`src/hdl/core_cfg.svh`:
```
// Build constants for the radio control core
//   field widths of the settings bus, time and readback port
//   settings-bus register map and register offsets
//   compatibility number and reset values
//   readback word numbers
`ifndef CORE_CFG_SVH
`define CORE_CFG_SVH

`define SET_ADDR_W      8
`define SET_DATA_W      32
`define CTRL_W          8
`define LED_W           8
`define VITA_TIME_W     64
`define RB_ADDR_W       4
`define RB_WORD_W       32

// Misc register block
`define SR_MISC         0
`define MISC_OFS_CLK    0
`define MISC_OFS_SER    1
`define MISC_OFS_ADC    2
`define MISC_OFS_LED_SW 3
`define MISC_OFS_PHY    4
`define MISC_OFS_LED_SRC 6

// Pin bits used from each control byte
`define CLK_CTRL_BITS   5
`define SER_CTRL_BITS   4
`define ADC_CTRL_BITS   4

// Time registers, high word first
`define SR_TIME64       10
`define TIME_OFS_HI     0
`define TIME_OFS_LO     1

// Bump when the register map changes
`define COMPAT_MAJOR    16'd8
`define COMPAT_MINOR    16'd2

`define LED_SRC_RESET   8'b0001_1110   // HW drives LEDs 4..1 out of reset

`define RB_WORD_TIME_HI 10
`define RB_WORD_TIME_LO 11
`define RB_WORD_COMPAT  12
`define RB_WORD_STATUS  13
`define RB_WORD_PPS_HI  14
`define RB_WORD_PPS_LO  15

`endif

```
`src/hdl/settings_pkg.sv`:
```
// Settings bus types
//   address and data words of a settings write
//   control byte and LED vector types
//   register bank layout of the misc control block
`include "core_cfg.svh"

package settings_pkg;

   ////////////////////////////////////////////////////////////
   // Bus words
   ////////////////////////////////////////////////////////////

   typedef logic [`SET_ADDR_W-1:0] set_addr_t;
   typedef logic [`SET_DATA_W-1:0] set_data_t;

   ////////////////////////////////////////////////////////////
   // Register fields
   ////////////////////////////////////////////////////////////

   typedef logic [`CTRL_W-1:0] ctrl_byte_t;   // One misc control register
   typedef logic [`LED_W-1:0]  led_vec_t;     // LED pattern or source mask

   // Misc register bank
   typedef struct packed {
      ctrl_byte_t clk_ctrl;    // {clock_ready, clk_en[1:0], clk_sel[1:0]}
      ctrl_byte_t ser_ctrl;    // {enable, prbsen, loopen, rx_en}
      ctrl_byte_t adc_ctrl;    // {oe_a, on_a, oe_b, on_b}
      led_vec_t   led_sw;
      logic       phy_reset;   // Active high here, pin is inverted
      led_vec_t   led_src;     // 1 = HW, 0 = SW
   } misc_regs_t;

endpackage

```
`src/hdl/timing_pkg.sv`:
```
// VITA time and readback port types
//   time value in ticks
//   readback word number and word
//   high/low split of a time value
`include "core_cfg.svh"

package timing_pkg;

   typedef logic [`VITA_TIME_W-1:0] vita_time_t;

   ////////////////////////////////////////////////////////////
   // Readback port
   ////////////////////////////////////////////////////////////

   typedef logic [`RB_ADDR_W-1:0] rb_addr_t;
   typedef logic [`RB_WORD_W-1:0] rb_word_t;

   // Time as two readback words
   typedef struct packed {
      rb_word_t hi;
      rb_word_t lo;
   } vita_halves_t;

endpackage

```
`src/hdl/misc_ctrl_regs.sv`:
```
// Misc control register bank on the settings bus
//   clock-gen, SERDES and ADC control bytes
//   software LED pattern and LED source mask
//   PHY reset, driven active low on the pin
`timescale 1ns/1ps
`include "core_cfg.svh"

module misc_ctrl_regs
   import settings_pkg::*;
(
   input  logic      dsp_clk,
   input  logic      por_rst,
   input  logic      set_stb_i,
   input  set_addr_t set_addr_i,
   input  set_data_t set_data_i,
   output logic      clock_ready_o,
   output logic [1:0] clk_en_o,
   output logic [1:0] clk_sel_o,
   output logic      ser_enable_o,
   output logic      ser_prbsen_o,
   output logic      ser_loopen_o,
   output logic      ser_rx_en_o,
   output logic      adc_oe_a_o,
   output logic      adc_on_a_o,
   output logic      adc_oe_b_o,
   output logic      adc_on_b_o,
   output logic      phy_reset_n_o,
   output led_vec_t  led_sw_o,
   output led_vec_t  led_src_o
);

   misc_regs_t regs;

   ////////////////////////////////////////////////////////////
   // Register writes
   ////////////////////////////////////////////////////////////

   always_ff @(posedge dsp_clk) begin
      if (por_rst) begin
         regs.clk_ctrl  <= '0;
         regs.ser_ctrl  <= '0;
         regs.adc_ctrl  <= '0;
         regs.led_sw    <= '0;
         regs.phy_reset <= 1'b0;          // PHY out of reset
         regs.led_src   <= `LED_SRC_RESET;
      end else if (set_stb_i) begin
         case (set_addr_i)
            set_addr_t'(`SR_MISC + `MISC_OFS_CLK):
               regs.clk_ctrl <= set_data_i[`CTRL_W-1:0];
            set_addr_t'(`SR_MISC + `MISC_OFS_SER):
               regs.ser_ctrl <= set_data_i[`CTRL_W-1:0];
            set_addr_t'(`SR_MISC + `MISC_OFS_ADC):
               regs.adc_ctrl <= set_data_i[`CTRL_W-1:0];
            set_addr_t'(`SR_MISC + `MISC_OFS_LED_SW):
               regs.led_sw <= set_data_i[`LED_W-1:0];
            set_addr_t'(`SR_MISC + `MISC_OFS_PHY):
               regs.phy_reset <= set_data_i[0];
            set_addr_t'(`SR_MISC + `MISC_OFS_LED_SRC):
               regs.led_src <= set_data_i[`LED_W-1:0];
            default: ;                    // Not ours
         endcase
      end
   end

   ////////////////////////////////////////////////////////////
   // Pin-level split
   ////////////////////////////////////////////////////////////

   assign {clock_ready_o, clk_en_o, clk_sel_o} = regs.clk_ctrl[`CLK_CTRL_BITS-1:0];
   assign {ser_enable_o, ser_prbsen_o, ser_loopen_o, ser_rx_en_o} =
      regs.ser_ctrl[`SER_CTRL_BITS-1:0];
   assign {adc_oe_a_o, adc_on_a_o, adc_oe_b_o, adc_on_b_o} =
      regs.adc_ctrl[`ADC_CTRL_BITS-1:0];

   assign phy_reset_n_o = ~regs.phy_reset;
   assign led_sw_o      = regs.led_sw;
   assign led_src_o     = regs.led_src;

   // Master must present a clean address with every strobe
   a_set_addr_known: assert property (
      @(posedge dsp_clk) disable iff (por_rst)
      set_stb_i |-> !$isunknown(set_addr_i));

endmodule

```
`src/hdl/vita_timekeeper.sv`:
```
// VITA 64-bit timekeeper
//   free-running tick counter, loaded by a two-word settings write
//   PPS synchronizer and rising-edge detect
//   time latch and sync flag at each PPS edge
`timescale 1ns/1ps
`include "core_cfg.svh"

module vita_timekeeper
   import settings_pkg::*;
   import timing_pkg::*;
(
   input  logic       dsp_clk,
   input  logic       por_rst,
   input  logic       set_stb_i,
   input  set_addr_t  set_addr_i,
   input  set_data_t  set_data_i,
   input  logic       pps_i,
   output vita_time_t vita_time_o,
   output vita_time_t vita_time_pps_o,
   output logic       pps_int_o,
   output logic       good_sync_o
);

   vita_time_t time_cnt;
   vita_time_t time_pps;
   set_data_t  hi_hold;      // High word waits here for the low word
   logic       load_hi;
   logic       load_lo;
   logic       pps_sync;
   logic       pps_d;
   logic       pps_edge;
   logic       pps_int;
   logic       good_sync;

   assign load_hi = set_stb_i && (set_addr_i == set_addr_t'(`SR_TIME64 + `TIME_OFS_HI));
   assign load_lo = set_stb_i && (set_addr_i == set_addr_t'(`SR_TIME64 + `TIME_OFS_LO));

   ////////////////////////////////////////////////////////////
   // Time counter
   ////////////////////////////////////////////////////////////

   always_ff @(posedge dsp_clk) begin
      if (load_hi)
         hi_hold <= set_data_i;
   end

   always_ff @(posedge dsp_clk) begin
      if (por_rst)
         time_cnt <= '0;
      else if (load_lo)
         time_cnt <= {hi_hold, set_data_i};   // Low word write commits both halves
      else
         time_cnt <= time_cnt + 64'd1;
   end

   ////////////////////////////////////////////////////////////
   // PPS edge and latch
   ////////////////////////////////////////////////////////////

   assign pps_edge = pps_sync & ~pps_d;

   always_ff @(posedge dsp_clk) begin
      if (por_rst) begin
         pps_sync  <= 1'b0;
         pps_d     <= 1'b0;
         pps_int   <= 1'b0;
         time_pps  <= '0;
         good_sync <= 1'b0;
      end else begin
         pps_sync <= pps_i;                  // pps_i is asynchronous
         pps_d    <= pps_sync;
         pps_int  <= pps_edge;
         if (pps_edge)
            time_pps <= time_cnt;
         if (load_lo)
            good_sync <= 1'b0;               // New time, wait for next PPS
         else if (pps_edge)
            good_sync <= 1'b1;
      end
   end

   assign vita_time_o     = time_cnt;
   assign vita_time_pps_o = time_pps;
   assign pps_int_o       = pps_int;
   assign good_sync_o     = good_sync;

   a_time_step: assert property (
      @(posedge dsp_clk) disable iff (por_rst)
      !load_lo |=> time_cnt == $past(time_cnt) + 64'd1);

   a_pps_int_single: assert property (
      @(posedge dsp_clk) disable iff (por_rst)
      pps_int_o |=> !pps_int_o);

endmodule

```
`src/hdl/status_combiner.sv`:
```
// Status combiner
//   hardware LED pattern merged with the SW pattern per source bit
//   registered 16-word readback mux with time, compat and status words
`timescale 1ns/1ps
`include "core_cfg.svh"

module status_combiner
   import settings_pkg::*;
   import timing_pkg::*;
(
   input  logic       dsp_clk,
   input  logic       por_rst,
   input  led_vec_t   led_sw_i,
   input  led_vec_t   led_src_i,
   input  logic       run_rx_i,
   input  logic       run_tx_i,
   input  logic       clk_status_i,
   input  logic       serdes_link_up_i,
   input  logic       good_sync_i,
   input  logic       button_i,
   input  vita_time_t vita_time_i,
   input  vita_time_t vita_time_pps_i,
   input  rb_addr_t   rb_addr_i,
   output led_vec_t   leds_o,
   output rb_word_t   rb_data_o
);

   led_vec_t     led_hw;
   vita_halves_t now_split;
   vita_halves_t pps_split;
   rb_word_t     rb_next;

   ////////////////////////////////////////////////////////////
   // LEDs
   ////////////////////////////////////////////////////////////

   assign led_hw = {3'b000, run_tx_i, run_rx_i, clk_status_i,
                    serdes_link_up_i & good_sync_i, 1'b0};

   always_ff @(posedge dsp_clk) begin
      if (por_rst)
         leds_o <= led_hw & `LED_SRC_RESET;
      else
         leds_o <= (led_src_i & led_hw) | (~led_src_i & led_sw_i);
   end

   ////////////////////////////////////////////////////////////
   // Readback
   ////////////////////////////////////////////////////////////

   assign now_split = vita_time_i;
   assign pps_split = vita_time_pps_i;

   always_comb begin
      case (rb_addr_i)
         rb_addr_t'(`RB_WORD_TIME_HI): rb_next = now_split.hi;
         rb_addr_t'(`RB_WORD_TIME_LO): rb_next = now_split.lo;
         rb_addr_t'(`RB_WORD_COMPAT):  rb_next = {`COMPAT_MAJOR, `COMPAT_MINOR};
         rb_addr_t'(`RB_WORD_STATUS):
            rb_next = {18'b0, button_i, 1'b0, clk_status_i, serdes_link_up_i, 10'b0};
         rb_addr_t'(`RB_WORD_PPS_HI):  rb_next = pps_split.hi;
         rb_addr_t'(`RB_WORD_PPS_LO):  rb_next = pps_split.lo;
         default:                      rb_next = '0;   // Words 0..9 unused
      endcase
   end

   always_ff @(posedge dsp_clk) begin
      if (por_rst)
         rb_data_o <= '0;
      else
         rb_data_o <= rb_next;
   end

   a_rb_addr_known: assert property (
      @(posedge dsp_clk) disable iff (por_rst)
      !$isunknown(rb_addr_i));

endmodule

```
`src/hdl/radio_ctrl_core.sv`:
```
// Radio control core, DSP clock domain
//   misc control registers and VITA timekeeper on the settings bus
//   status combiner for LEDs and readback
`timescale 1ns/1ps

module radio_ctrl_core
   import settings_pkg::*;
   import timing_pkg::*;
(
   input  logic      dsp_clk,
   input  logic      por_rst,
   // Settings bus
   input  logic      set_stb_i,
   input  set_addr_t set_addr_i,
   input  set_data_t set_data_i,
   // Timing and status inputs
   input  logic      pps_i,
   input  logic      run_rx_i,
   input  logic      run_tx_i,
   input  logic      clk_status_i,
   input  logic      serdes_link_up_i,
   input  logic      button_i,
   input  rb_addr_t  rb_addr_i,
   // Control pins
   output logic      clock_ready_o,
   output logic [1:0] clk_en_o,
   output logic [1:0] clk_sel_o,
   output logic      ser_enable_o,
   output logic      ser_prbsen_o,
   output logic      ser_loopen_o,
   output logic      ser_rx_en_o,
   output logic      adc_oe_a_o,
   output logic      adc_on_a_o,
   output logic      adc_oe_b_o,
   output logic      adc_on_b_o,
   output logic      phy_reset_n_o,
   output logic      pps_int_o,
   output led_vec_t  leds_o,
   output rb_word_t  rb_data_o
);

   led_vec_t   led_sw;
   led_vec_t   led_src;
   vita_time_t vita_time;
   vita_time_t vita_time_pps;
   logic       good_sync;

   misc_ctrl_regs u_misc_regs (
      .dsp_clk(dsp_clk), .por_rst(por_rst),
      .set_stb_i(set_stb_i), .set_addr_i(set_addr_i), .set_data_i(set_data_i),
      .clock_ready_o(clock_ready_o), .clk_en_o(clk_en_o), .clk_sel_o(clk_sel_o),
      .ser_enable_o(ser_enable_o), .ser_prbsen_o(ser_prbsen_o),
      .ser_loopen_o(ser_loopen_o), .ser_rx_en_o(ser_rx_en_o),
      .adc_oe_a_o(adc_oe_a_o), .adc_on_a_o(adc_on_a_o),
      .adc_oe_b_o(adc_oe_b_o), .adc_on_b_o(adc_on_b_o),
      .phy_reset_n_o(phy_reset_n_o), .led_sw_o(led_sw), .led_src_o(led_src)
   );

   vita_timekeeper u_timekeeper (
      .dsp_clk(dsp_clk), .por_rst(por_rst),
      .set_stb_i(set_stb_i), .set_addr_i(set_addr_i), .set_data_i(set_data_i),
      .pps_i(pps_i), .vita_time_o(vita_time), .vita_time_pps_o(vita_time_pps),
      .pps_int_o(pps_int_o), .good_sync_o(good_sync)
   );

   status_combiner u_status (
      .dsp_clk(dsp_clk), .por_rst(por_rst),
      .led_sw_i(led_sw), .led_src_i(led_src),
      .run_rx_i(run_rx_i), .run_tx_i(run_tx_i), .clk_status_i(clk_status_i),
      .serdes_link_up_i(serdes_link_up_i), .good_sync_i(good_sync), .button_i(button_i),
      .vita_time_i(vita_time), .vita_time_pps_i(vita_time_pps),
      .rb_addr_i(rb_addr_i), .leds_o(leds_o), .rb_data_o(rb_data_o)
   );

endmodule

```
`config.mk`:
```
export PLATFORM = sky130hd
export DESIGN_NAME = radio_ctrl_core
export DESIGN_NICKNAME = d
export VERILOG_FILES = /design/src/hdl/settings_pkg.sv /design/src/hdl/timing_pkg.sv /design/src/hdl/misc_ctrl_regs.sv /design/src/hdl/vita_timekeeper.sv /design/src/hdl/status_combiner.sv /design/src/hdl/radio_ctrl_core.sv
export VERILOG_INCLUDE_DIRS = /design/src /design/src/hdl
export SDC_FILE = /design/constraint.sdc
export NUM_CORES = 1
export LEC_CHECK = 0
export BUFFER_PORTS_ARGS = -buffer_cell sky130_fd_sc_hd__buf_2
export CAP_MARGIN = 20
export CORE_UTILIZATION = 40
export DETAILED_ROUTE_END_ITERATION = 7
export PLACE_DENSITY = 0.68
export RECOVER_POWER = 50
export SLEW_MARGIN = 20
export SYNTH_ARGS = -nofsm -noshare
export SYNTH_HDL_FRONTEND = slang
export SYNTH_SLANG_ARGS = --single-unit
export TNS_END_PERCENT = 10
```
`constraint.sdc`:
```
create_clock -name dsp_clk -period 5.3 [get_ports dsp_clk]
set_input_delay 0.795 -clock dsp_clk [delete_from_list [all_inputs] [get_ports dsp_clk]]
set_output_delay 0.795 -clock dsp_clk [all_outputs]
set_load 0.005 [all_outputs]
```
==> results of run 1 <==
-- final cells by class --
cell class              instances  area [µm²]
clock inverters                11       121.4
clock buffers                  34       709.4
well taps                     324       405.4
inverters                       5       18.77
flip-flops and latches        234        5005
fillers                      2372       13000
multi-input cells             774        4517
repair buffers                119       548.0
-- cells by family (layout without fill, tap and decap cells) --
family,count (synthesis),in the layout,synth area share
AO/OA/AOI/OAI,218,218,0.1493
flip-flops,234,234,0.5042
XOR/XNOR,38,38,0.03353
adder cells (fa/ha/maj),1,1,0.001260
multiplexers,33,33,0.03366
buffers and inverters,91,169,0.04424
AND/OR/NAND/NOR,484,484,0.2338
-- routing by layer --
metal / track usage / wire, µm
met1: 0.2928 / 12030
met3: 0.03543 / 2011
met5: 0 / 12
met4: 0.06075 / 666
met2: 0.3428 / 12700
-- metrics by stage --
stage / power [µW] / hold slack [ns] / instances / area (µm²)
floorplan: 1928 / 0.3976 / 1099 / 9926
global placement: 1994 / 0.4082 / 1456 / 10570
detailed placement: 1995 / 0.4121 / 1456 / 10570
CTS: 3742 / 0.4016 / 1501 / 11400
global route: 3828 / 0.4192 / 1501 / 11320
finish: 3706 / 0.4049 / 1501 / 11320
-- power groups by stage --
stage	Combinational, µW	Clock [µW]	Sequential, µW
global placement	131	0	1860
finish	126	1750	1830
detailed placement	132	0	1860
CTS	132	1790	1820
global route	137	1860	1830
floorplan	71.0	0	1860
-- cell usage in the layout, fill, tap and decap left out, types with 3 or more instances in the layout --
master,count
a211oi_1,38
a21oi_1,97
a222oi_1,32
a22oi_1,3
a311oi_1,17
and2_1,5
and3_1,8
and3_2,3
and4_1,12
buf_2,56
buf_4,8
clkbuf_1,58
clkbuf_16,25
clkbuf_8,5
clkinv_2,4
dfxtp_1,202
edfxtp_1,32
inv_1,4
mux2_2,3
mux2i_1,30
nand2_1,194
nand3_1,42
nand4_1,26
nor2_1,106
nor2b_1,6
nor3_1,16
nor3_2,3
nor3b_1,4
nor4_1,9
o21ai_0,9
o311ai_0,3
o31ai_1,11
or3_1,12
or4_1,20
xnor2_1,21
xor2_1,17
-- worst reg2reg max path, delay by kind of cell (launching register included) --
kind / cells / cell delay, ns
and+or+nand+nor: 2 / 0.36
buffers and inverters: 1 / 2.06
AOI/OAI and AO/OA: 1 / 0.23
DFF: 1 / 0.38
-- worst paths after layout --
| kind | startpoint | to | slack [ns] | cells past startpoint |
|---|---|---|---|---|
| hold / removal | u_misc_regs.led_src_o[6] | u_status.leds_o[6] | 0.40 | 1 |
| setup / recovery | por_rst | u_status.leds_o[3] | 1.53 | 4 |
| hold reg to reg | u_misc_regs.led_src_o[6] | u_status.leds_o[6] | 0.40 | 1 |
| setup reg to reg | u_timekeeper.pps_d | u_timekeeper.vita_time_pps_o[32] | 2.15 | 4 |
-- state kept, by name (all words and copies together), names as in the netlist --
register,flops
u_misc_regs.adc_oe_a_o,1
u_misc_regs.adc_oe_b_o,1
u_misc_regs.adc_on_a_o,1
u_misc_regs.adc_on_b_o,1
u_misc_regs.clk_en_o,2
u_misc_regs.clk_sel_o,2
u_misc_regs.clock_ready_o,1
u_misc_regs.led_src_o,8
u_misc_regs.led_sw_o,8
u_misc_regs.regs,1
u_misc_regs.ser_enable_o,1
u_misc_regs.ser_loopen_o,1
u_misc_regs.ser_prbsen_o,1
u_misc_regs.ser_rx_en_o,1
u_status.leds_o,8
u_status.rb_data_o,32
u_timekeeper.good_sync_o,1
u_timekeeper.hi_hold,32
u_timekeeper.pps_d,1
u_timekeeper.pps_int_o,1
u_timekeeper.pps_sync,1
u_timekeeper.vita_time_o,64
u_timekeeper.vita_time_pps_o,64
==> qor.txt, run 1 <==
final core utilization: 0.4657
fmax: 0.2653 GHz
Mapped Area: 9926 µm²
pins over their slew limit: 208
synthesized area per cell: 9.032 µm²
post-CTS setup buffers: 0
Area contributors post-synth: dfxtp_1, edfxtp_1, nand2_1
P_int: 2879 µW
layout cells sized above 1: 0.1088
Logic pwr share: 0.034
vias in the first global route: 7,898
outcome: finished, violations left
Hold WC Path Type: reg2reg
Clock power frac: 0.473
residual DRC count: 24
Inserted Diodes: 0
skew final: 0.02254 ns
Worst EP arrival: 4.19 ns
CTS H-tree lvls: 1
Unique masters post-synth: 58
Initial Util: 0.4081
Synth-to-Final Area Change: 14.09%
CP Data Required Time: 5.72 ns
initial antenna violation count: 1
final worst slack: 1.531 ns
EDFF count, synth: 32
Net Sw Frac: 0.2233
pwr/cell area: 327.3 nW/µm²
vias per inst: 5.708
Routed Antenna Nets: 0
largest net degree at the start of global routing: 83
HPWL Detailed: 18,420 µm
Post-Syn Nets: 1,153
clock latency on the worst-skew pair: 0.53 ns
net load switching power: 827.5 µW
Flop pwr share: 0.492
Critical Path Max Stage Delay: 2.00 ns
num ports: 108
IO buf count: 107
maxcap violations: 3
Post-synth top flop: dfxtp_1
Period Utilization, post-route: 0.7112
ys async rst share: 0
Crit. End Element: register
GPL Wtd Cong: 0.8559
row count: 57
Syn Inst Count: 1,099
most common cell in the netlist: dfxtp_1
RSZ-0062 raised after global routing: false
part of the Yosys area used for sequential elements: 0.5042
Static Leakage: 0.003659 µW
clock sinks: 234
final WL: 27,420 µm
Fin Setup TNS: 0 ns
Clk Tree Root Cell: clkbuf_16
total track usage: 0.2128
Yosys reg bits: 234
Crit-path slowest cell: clkbuf_1
Max clock buf depth: 3
Final setup viols: 0
most instantiated cells after synthesis: dfxtp_1, nand2_1, nor2_1, a21oi_1, clkbuf_1
pre-CTS WS: 2.212 ns
post-CTS sizing: 0
area leader, netlist: dfxtp_1
worst relative slew slack: -0.9787
DR pass1 iterations: 8
Final nets: 1,213
die area: 25,450 µm²
buffers and inverters on the worst path: 2
Die H: 159.5 µm
crit path kind: in2reg
count of final hold-check violations: 0
Num CTS Buffers: 25
worst-path maximum fanout: 59
Yosys top cell area share: 0.4074
first-pass GRT wire length: 43,890 µm
Initial DRC Count: 906
Tmin final: 3.769 ns
Slew @ Worst Pin: 2.968 ns
yosys warns: 0
grt ovf: 0
peak supply drop: 0.0002685 V
Avg WL per Cell: 18.27 µm
Startpoint Class: input port
Top Family by Delay on Critical Path: buffers and inverters
failing checks: DRC, capacitance limit, slew limit
CP cell instances: clkbuf_1 > clkbuf_1 > nor2_1 > mux2_2
die width: 159.5 µm
CTS hold repair buffers: 0
CTS tree: yes
Vias: 8,567
critical path's most frequent cell: clkbuf_1
Worst-path clk slew: 0.06 ns
CORE AREA: 24,320 µm²
No activity file was read; power rests on OpenSTA's default activity.
==> run 2: changes to the inputs <==
Clock period 5.3 ns to 3.8 ns, I/O delays scaled along.
==> qor.txt, run 2 (same netlist as run 1, synthesis figures left out) <==
dpl cell area: 10,590 µm² (+0.11%)
peak supply drop: 0.0002702 V (+0.65%)
Avg WL per Cell: 18.55 µm (+1.5%)
Startpoint Class: register
count of final hold-check violations: 0 (unchanged)
worst-path maximum fanout: 40 (-32%)
Initial DRC Count: 836 (-7.7%)
Clk Tree Root Cell: clkbuf_16
Crit-path slowest cell: clkbuf_1
CORE AREA: 24,320 µm² (unchanged)
CTS H-tree lvls: 1 (unchanged)
outcome: finished, violations left
row count: 57 (unchanged)
CTS hold repair buffers: 0 (unchanged)
Max clock buf depth: 3 (unchanged)
residual DRC count: 0 (-100%)
fmax: 0.3252 GHz
DR pass1 iterations: 8 (unchanged)
Vias: 8,543 (-0.28%)
Hold WS: 0.2547 ns (-0.1503 ns)
Die H: 159.5 µm (unchanged)
layout cells sized above 1: 0.1085 (-0.0002765)
Initial Util: 0.4081 (unchanged)
RSZ-0062 raised after global routing: false
Crit. End Element: register
Worst-path clk slew: 0.06 ns (about the same)
pins over their slew limit: 74 (-64%)
HPWL Detailed: 18,730 µm (+1.7%)
Worst EP arrival: 3.52 ns (-0.67 ns)
vias per inst: 5.680 (-0.48%)
Final Power: 5173 µW (+40%)
Slew @ Worst Pin: 2.045 ns (-0.9227 ns)
failing checks: capacitance limit, slew limit
Routed Antenna Nets: 0 (unchanged)
Critical Path Max Stage Delay: 1.41 ns (-0.59 ns)
final instance area: 11,340 µm² (+0.15%)
Num CTS Buffers: 26 (+4.0%)
CP Data Required Time: 4.25 ns (-1.47 ns)
clock sinks: 234 (unchanged)
CTS tree: yes
post-CTS setup buffers: 0 (unchanged)
post-CTS sizing: 0 (unchanged)
maxcap violations: 2 (-1)
WHS Path Cells: 2 (+1)
first-pass GRT wire length: 43,850 µm (about the same)
crit path kind: reg2reg
worst relative slew slack: -0.3635 (+0.6151)
vias in the first global route: 7,955 (+0.72%)
Fin Setup TNS: 0 ns (unchanged)
R2R setup slack: 0.73 ns (-1.42 ns)
clock latency on the worst-skew pair: 0.54 ns (about the same)
IO buf count: 107 (unchanged)
Period Utilization, post-route: 0.8091
die area: 25,450 µm² (unchanged)
largest net degree at the start of global routing: 102 (+23%)
commonest non-fill, non-tap cell in the layout: dfxtp_1
Tmin final: 3.075 ns
Final setup viols: 0 (unchanged)
initial antenna violation count: 0 (-1)
Reg2Reg Depth: 4 (unchanged)
num ports: 108 (unchanged)
Final nets: 1,214 (+0.082%)
die width: 159.5 µm (unchanged)
total track usage: 0.2145 (+0.001717)
most frequent cells in the layout: dfxtp_1, nand2_1, nor2_1
Crit. path cell count: 4 (unchanged)
buffers and inverters on the worst path: 1 (-1)
Inserted Diodes: 0 (unchanged)
Top Family by Delay on Critical Path: buffers and inverters
Static Leakage: 0.003678 µW (+0.54%)
skew final: 0.01256 ns (-0.009978 ns)
grt ovf: 0 (unchanged)
pwr/cell area: 456.1 nW/µm² (+39%)
CP cell instances: nand2b_1 > clkbuf_1 > nand2_1 > a21oi_1
Hold WC Path Type: in2reg
GPL Wtd Cong: 0.8779 (+2.6%)
final WL: 27,900 µm (+1.7%)
Synth-to-Final Area Change: 14.27%
-- run 2: per-stage QoR --
step                      instances  setup slack, ns  utilization
after floorplan                1099           0.8221            -
after global placement         1456           0.9747       0.4353
after detailed placement       1456           0.9425       0.4353
after CTS                      1504           0.9789       0.4694
after global routing           1504           0.4809       0.4664
final                          1504           0.7254       0.4664
-- run 2: worst paths after layout --
path                       startpoint                          endpoint
min reg2reg  u_misc_regs.led_src_o[5]                u_status.leds_o[5]
max reg2reg        u_timekeeper.pps_d  u_timekeeper.vita_time_pps_o[43]
min                             pps_i             u_timekeeper.pps_sync
max                u_timekeeper.pps_d  u_timekeeper.vita_time_pps_o[43]
-- run 2: routing by layer --
metal  track usage  share of wire  vias up
li1              -              -     4123
met1        0.2818           0.44     4073
met2        0.3563           0.47      288
met3       0.02917          0.061       59
met4       0.08392          0.034        0
met5             0              0        -
-- run 2: cell type report --
class / count / area [µm²]
clock buffers: 37 / 743.2
clock inverters: 11 / 87.58
fillers: 2352 / 12980
inverters: 5 / 18.77
multi-input cells: 774 / 4526
flip-flops and latches: 234 / 5005
well taps: 324 / 405.4
repair buffers: 119 / 556.8
-- run 2: power by group --
part	internal [µW]	switching, µW	leakage, µW
Combinational	45.8	134	0.00135
Clock	1430	1020	0.000413
Sequential	2520	21.6	0.00192
-- run 2: worst reg2reg max path, stage by stage, from the launching register on --
cell and delay, ns:
dfxtp_1 0.39, nand2b_1 0.82, clkbuf_1 1.42, nand2_1 0.18, a21oi_1 0.19
==> run 3: changes to the inputs <==
Clock period 3.8 ns to 3.1 ns, I/O delays scaled along.
==> qor.txt, run 3 (same netlist as run 1, synthesis figures left out) <==
Worst-path clk slew: 0.06 ns (about the same)
final WL: 28,460 µm (+2.0%)
skew final: 0.01194 ns (-0.0006194 ns)
RSZ-0062 raised after global routing: false
Initial DRC Count: 853 (+2.0%)
pwr/cell area: 561.1 nW/µm² (+23%)
Initial Util: 0.4081 (unchanged)
failing checks: capacitance limit, slew limit
Logic pwr share: 0.035 (about the same)
CTS tree: yes
row count: 57 (unchanged)
commonest non-fill, non-tap cell in the layout: dfxtp_1
Worst EP arrival: 3.06 ns (-0.46 ns)
initial antenna violation count: 0 (unchanged)
total track usage: 0.2200 (+0.005477)
HPWL Detailed: 19,470 µm (+3.9%)
Inserted Diodes: 0 (unchanged)
pins over their slew limit: 110 (+49%)
Crit. End Element: register
Period Utilization, post-route: 0.8562 (+0.04706)
count of final hold-check violations: 0 (unchanged)
die area: 25,450 µm² (unchanged)
GPL Wtd Cong: 0.8622 (-1.8%)
largest net degree at the start of global routing: 73 (-28%)
post-placement cell count: 1,478 (+1.5%)
CTS hold repair buffers: 0 (unchanged)
fmax: 0.3768 GHz (+16%)
vias per inst: 5.747 (+1.2%)
Routed Antenna Nets: 0 (unchanged)
Synth-to-Final Area Change: 16.56%
net load switching power: 1400 µW (+19%)
Net Sw Frac: 0.2157 (-0.01084)
Flop pwr share: 0.481 (-0.011)
crit path kind: reg2reg
first-pass GRT wire length: 45,040 µm (+2.7%)
Vias: 8,753 (+2.5%)
Max clock buf depth: 3 (unchanged)
final core utilization: 0.4757 (+0.009363)
Tmin final: 2.654 ns (-0.4205 ns)
Avg WL per Cell: 18.69 µm (+0.77%)
residual DRC count: 0 (unchanged)
Num CTS Buffers: 25 (-3.8%)
DR pass1 iterations: 8 (unchanged)
Final setup viols: 0 (unchanged)
outcome: finished, violations left
Clk Tree Root Cell: clkbuf_16
worst-path maximum fanout: 10 (-75%)
peak supply drop: 0.0003702 V (+37%)
worst relative slew slack: -0.1501 (+0.2135)
most frequent cells in the layout: dfxtp_1, nand2_1, nor2_1
num ports: 108 (unchanged)
Final nets: 1,235 (+1.7%)
Static Leakage: 0.003810 µW (+3.6%)
CTS H-tree lvls: 1 (unchanged)
CP Data Required Time: 3.51 ns (-0.74 ns)
Fin Setup TNS: 0 ns (unchanged)
IO buf count: 107 (unchanged)
P_int: 5091 µW (+27%)
die width: 159.5 µm (unchanged)
Slew @ Worst Pin: 1.725 ns (-0.3202 ns)
clock sinks: 234 (unchanged)
maxcap violations: 2 (unchanged)
Clock power frac: 0.484 (+0.011)
CORE AREA: 24,320 µm² (unchanged)
layout cells sized above 1: 0.1218 (+0.01329)
Die H: 159.5 µm (unchanged)
grt ovf: 0 (unchanged)
post-CTS sizing: 0 (unchanged)
Startpoint Class: register
clock latency on the worst-skew pair: 0.52 ns (-0.02 ns)
post-route insts no fill: 1,523 (+1.3%)
Hold WC Path Type: in2reg
vias in the first global route: 8,230 (+3.5%)
post-CTS setup buffers: 0 (unchanged)
run 3: cell count changes in the layout (fill, tap and decap cells not counted), sizes merged:
cell      change
buf          +17
bufinv        +3
clkinv        +3
inv           -2
clkbuf        -1
clkinvlp      -1
run 3: path summary, 6_finish.rpt:
| kind | start | endpoint | slack (ns) | depth (start not counted) |
|---|---|---|---|---|
| worst max-delay path | u_timekeeper.vita_time_o[7] | u_timekeeper.vita_time_o[55] | 0.45 | 6 |
| worst min-delay path | set_data_i[26] | u_timekeeper.hi_hold[26] | 0.14 | 1 |
| worst max register to register | u_timekeeper.vita_time_o[7] | u_timekeeper.vita_time_o[55] | 0.45 | 6 |
| worst min register to register | u_misc_regs.led_src_o[5] | u_status.leds_o[5] | 0.42 | 1 |
run 3: metal layers:
layer,GRT usage,vias to the layer above,routed length (µm)
li1,-,4169,-
met1,0.2914,4169,12240
met2,0.3605,355,13360
met3,0.03178,60,1918
met4,0.08741,0,941
met5,0,-,0
run 3: worst max-delay path: stages (launching register included):
cell and delay, ns:
dfxtp_1 0.49, nand3_1 0.30, nor3_1 0.46, nand4_1 0.28
buf_4 0.25, or4_1 0.51, a311oi_1 0.25
run 3: final cells by class:
type / instances / area, µm²
Tap cell: 324 / 405.4
Multi-Input combinational cell: 774 / 4518
Timing Repair Buffer: 141 / 747.0
Sequential cell: 234 / 5005
Inverter: 5 / 18.77
Fill cell: 2320 / 12750
Clock inverter: 14 / 175.2
Clock buffer: 31 / 700.7
run 3: through the flow:
| step | setup WS (ns) | total power [µW] | hold slack (ns) | instance area, µm² |
|---|---|---|---|---|
| after floorplan | 0.2271 | 3297 | 0.3976 | 9931 |
| after global placement | 0.5043 | 3417 | 0.4078 | 10780 |
| after detailed placement | 0.4675 | 3419 | 0.4118 | 10780 |
| after CTS | 0.4900 | 6550 | 0.1244 | 11650 |
| after global routing | 0.3375 | 6690 | 0.1283 | 11570 |
| final | 0.4459 | 6491 | 0.1396 | 11570 |
run 3: power groups by stage:
stage | combinational [µW] | clock (µW) | sequential, µW
floorplan | 122 | 0 | 3180
global placement | 234 | 0 | 3180
detailed placement | 235 | 0 | 3180
CTS | 235 | 3200 | 3120
global route | 246 | 3320 | 3120
finish | 227 | 3140 | 3120
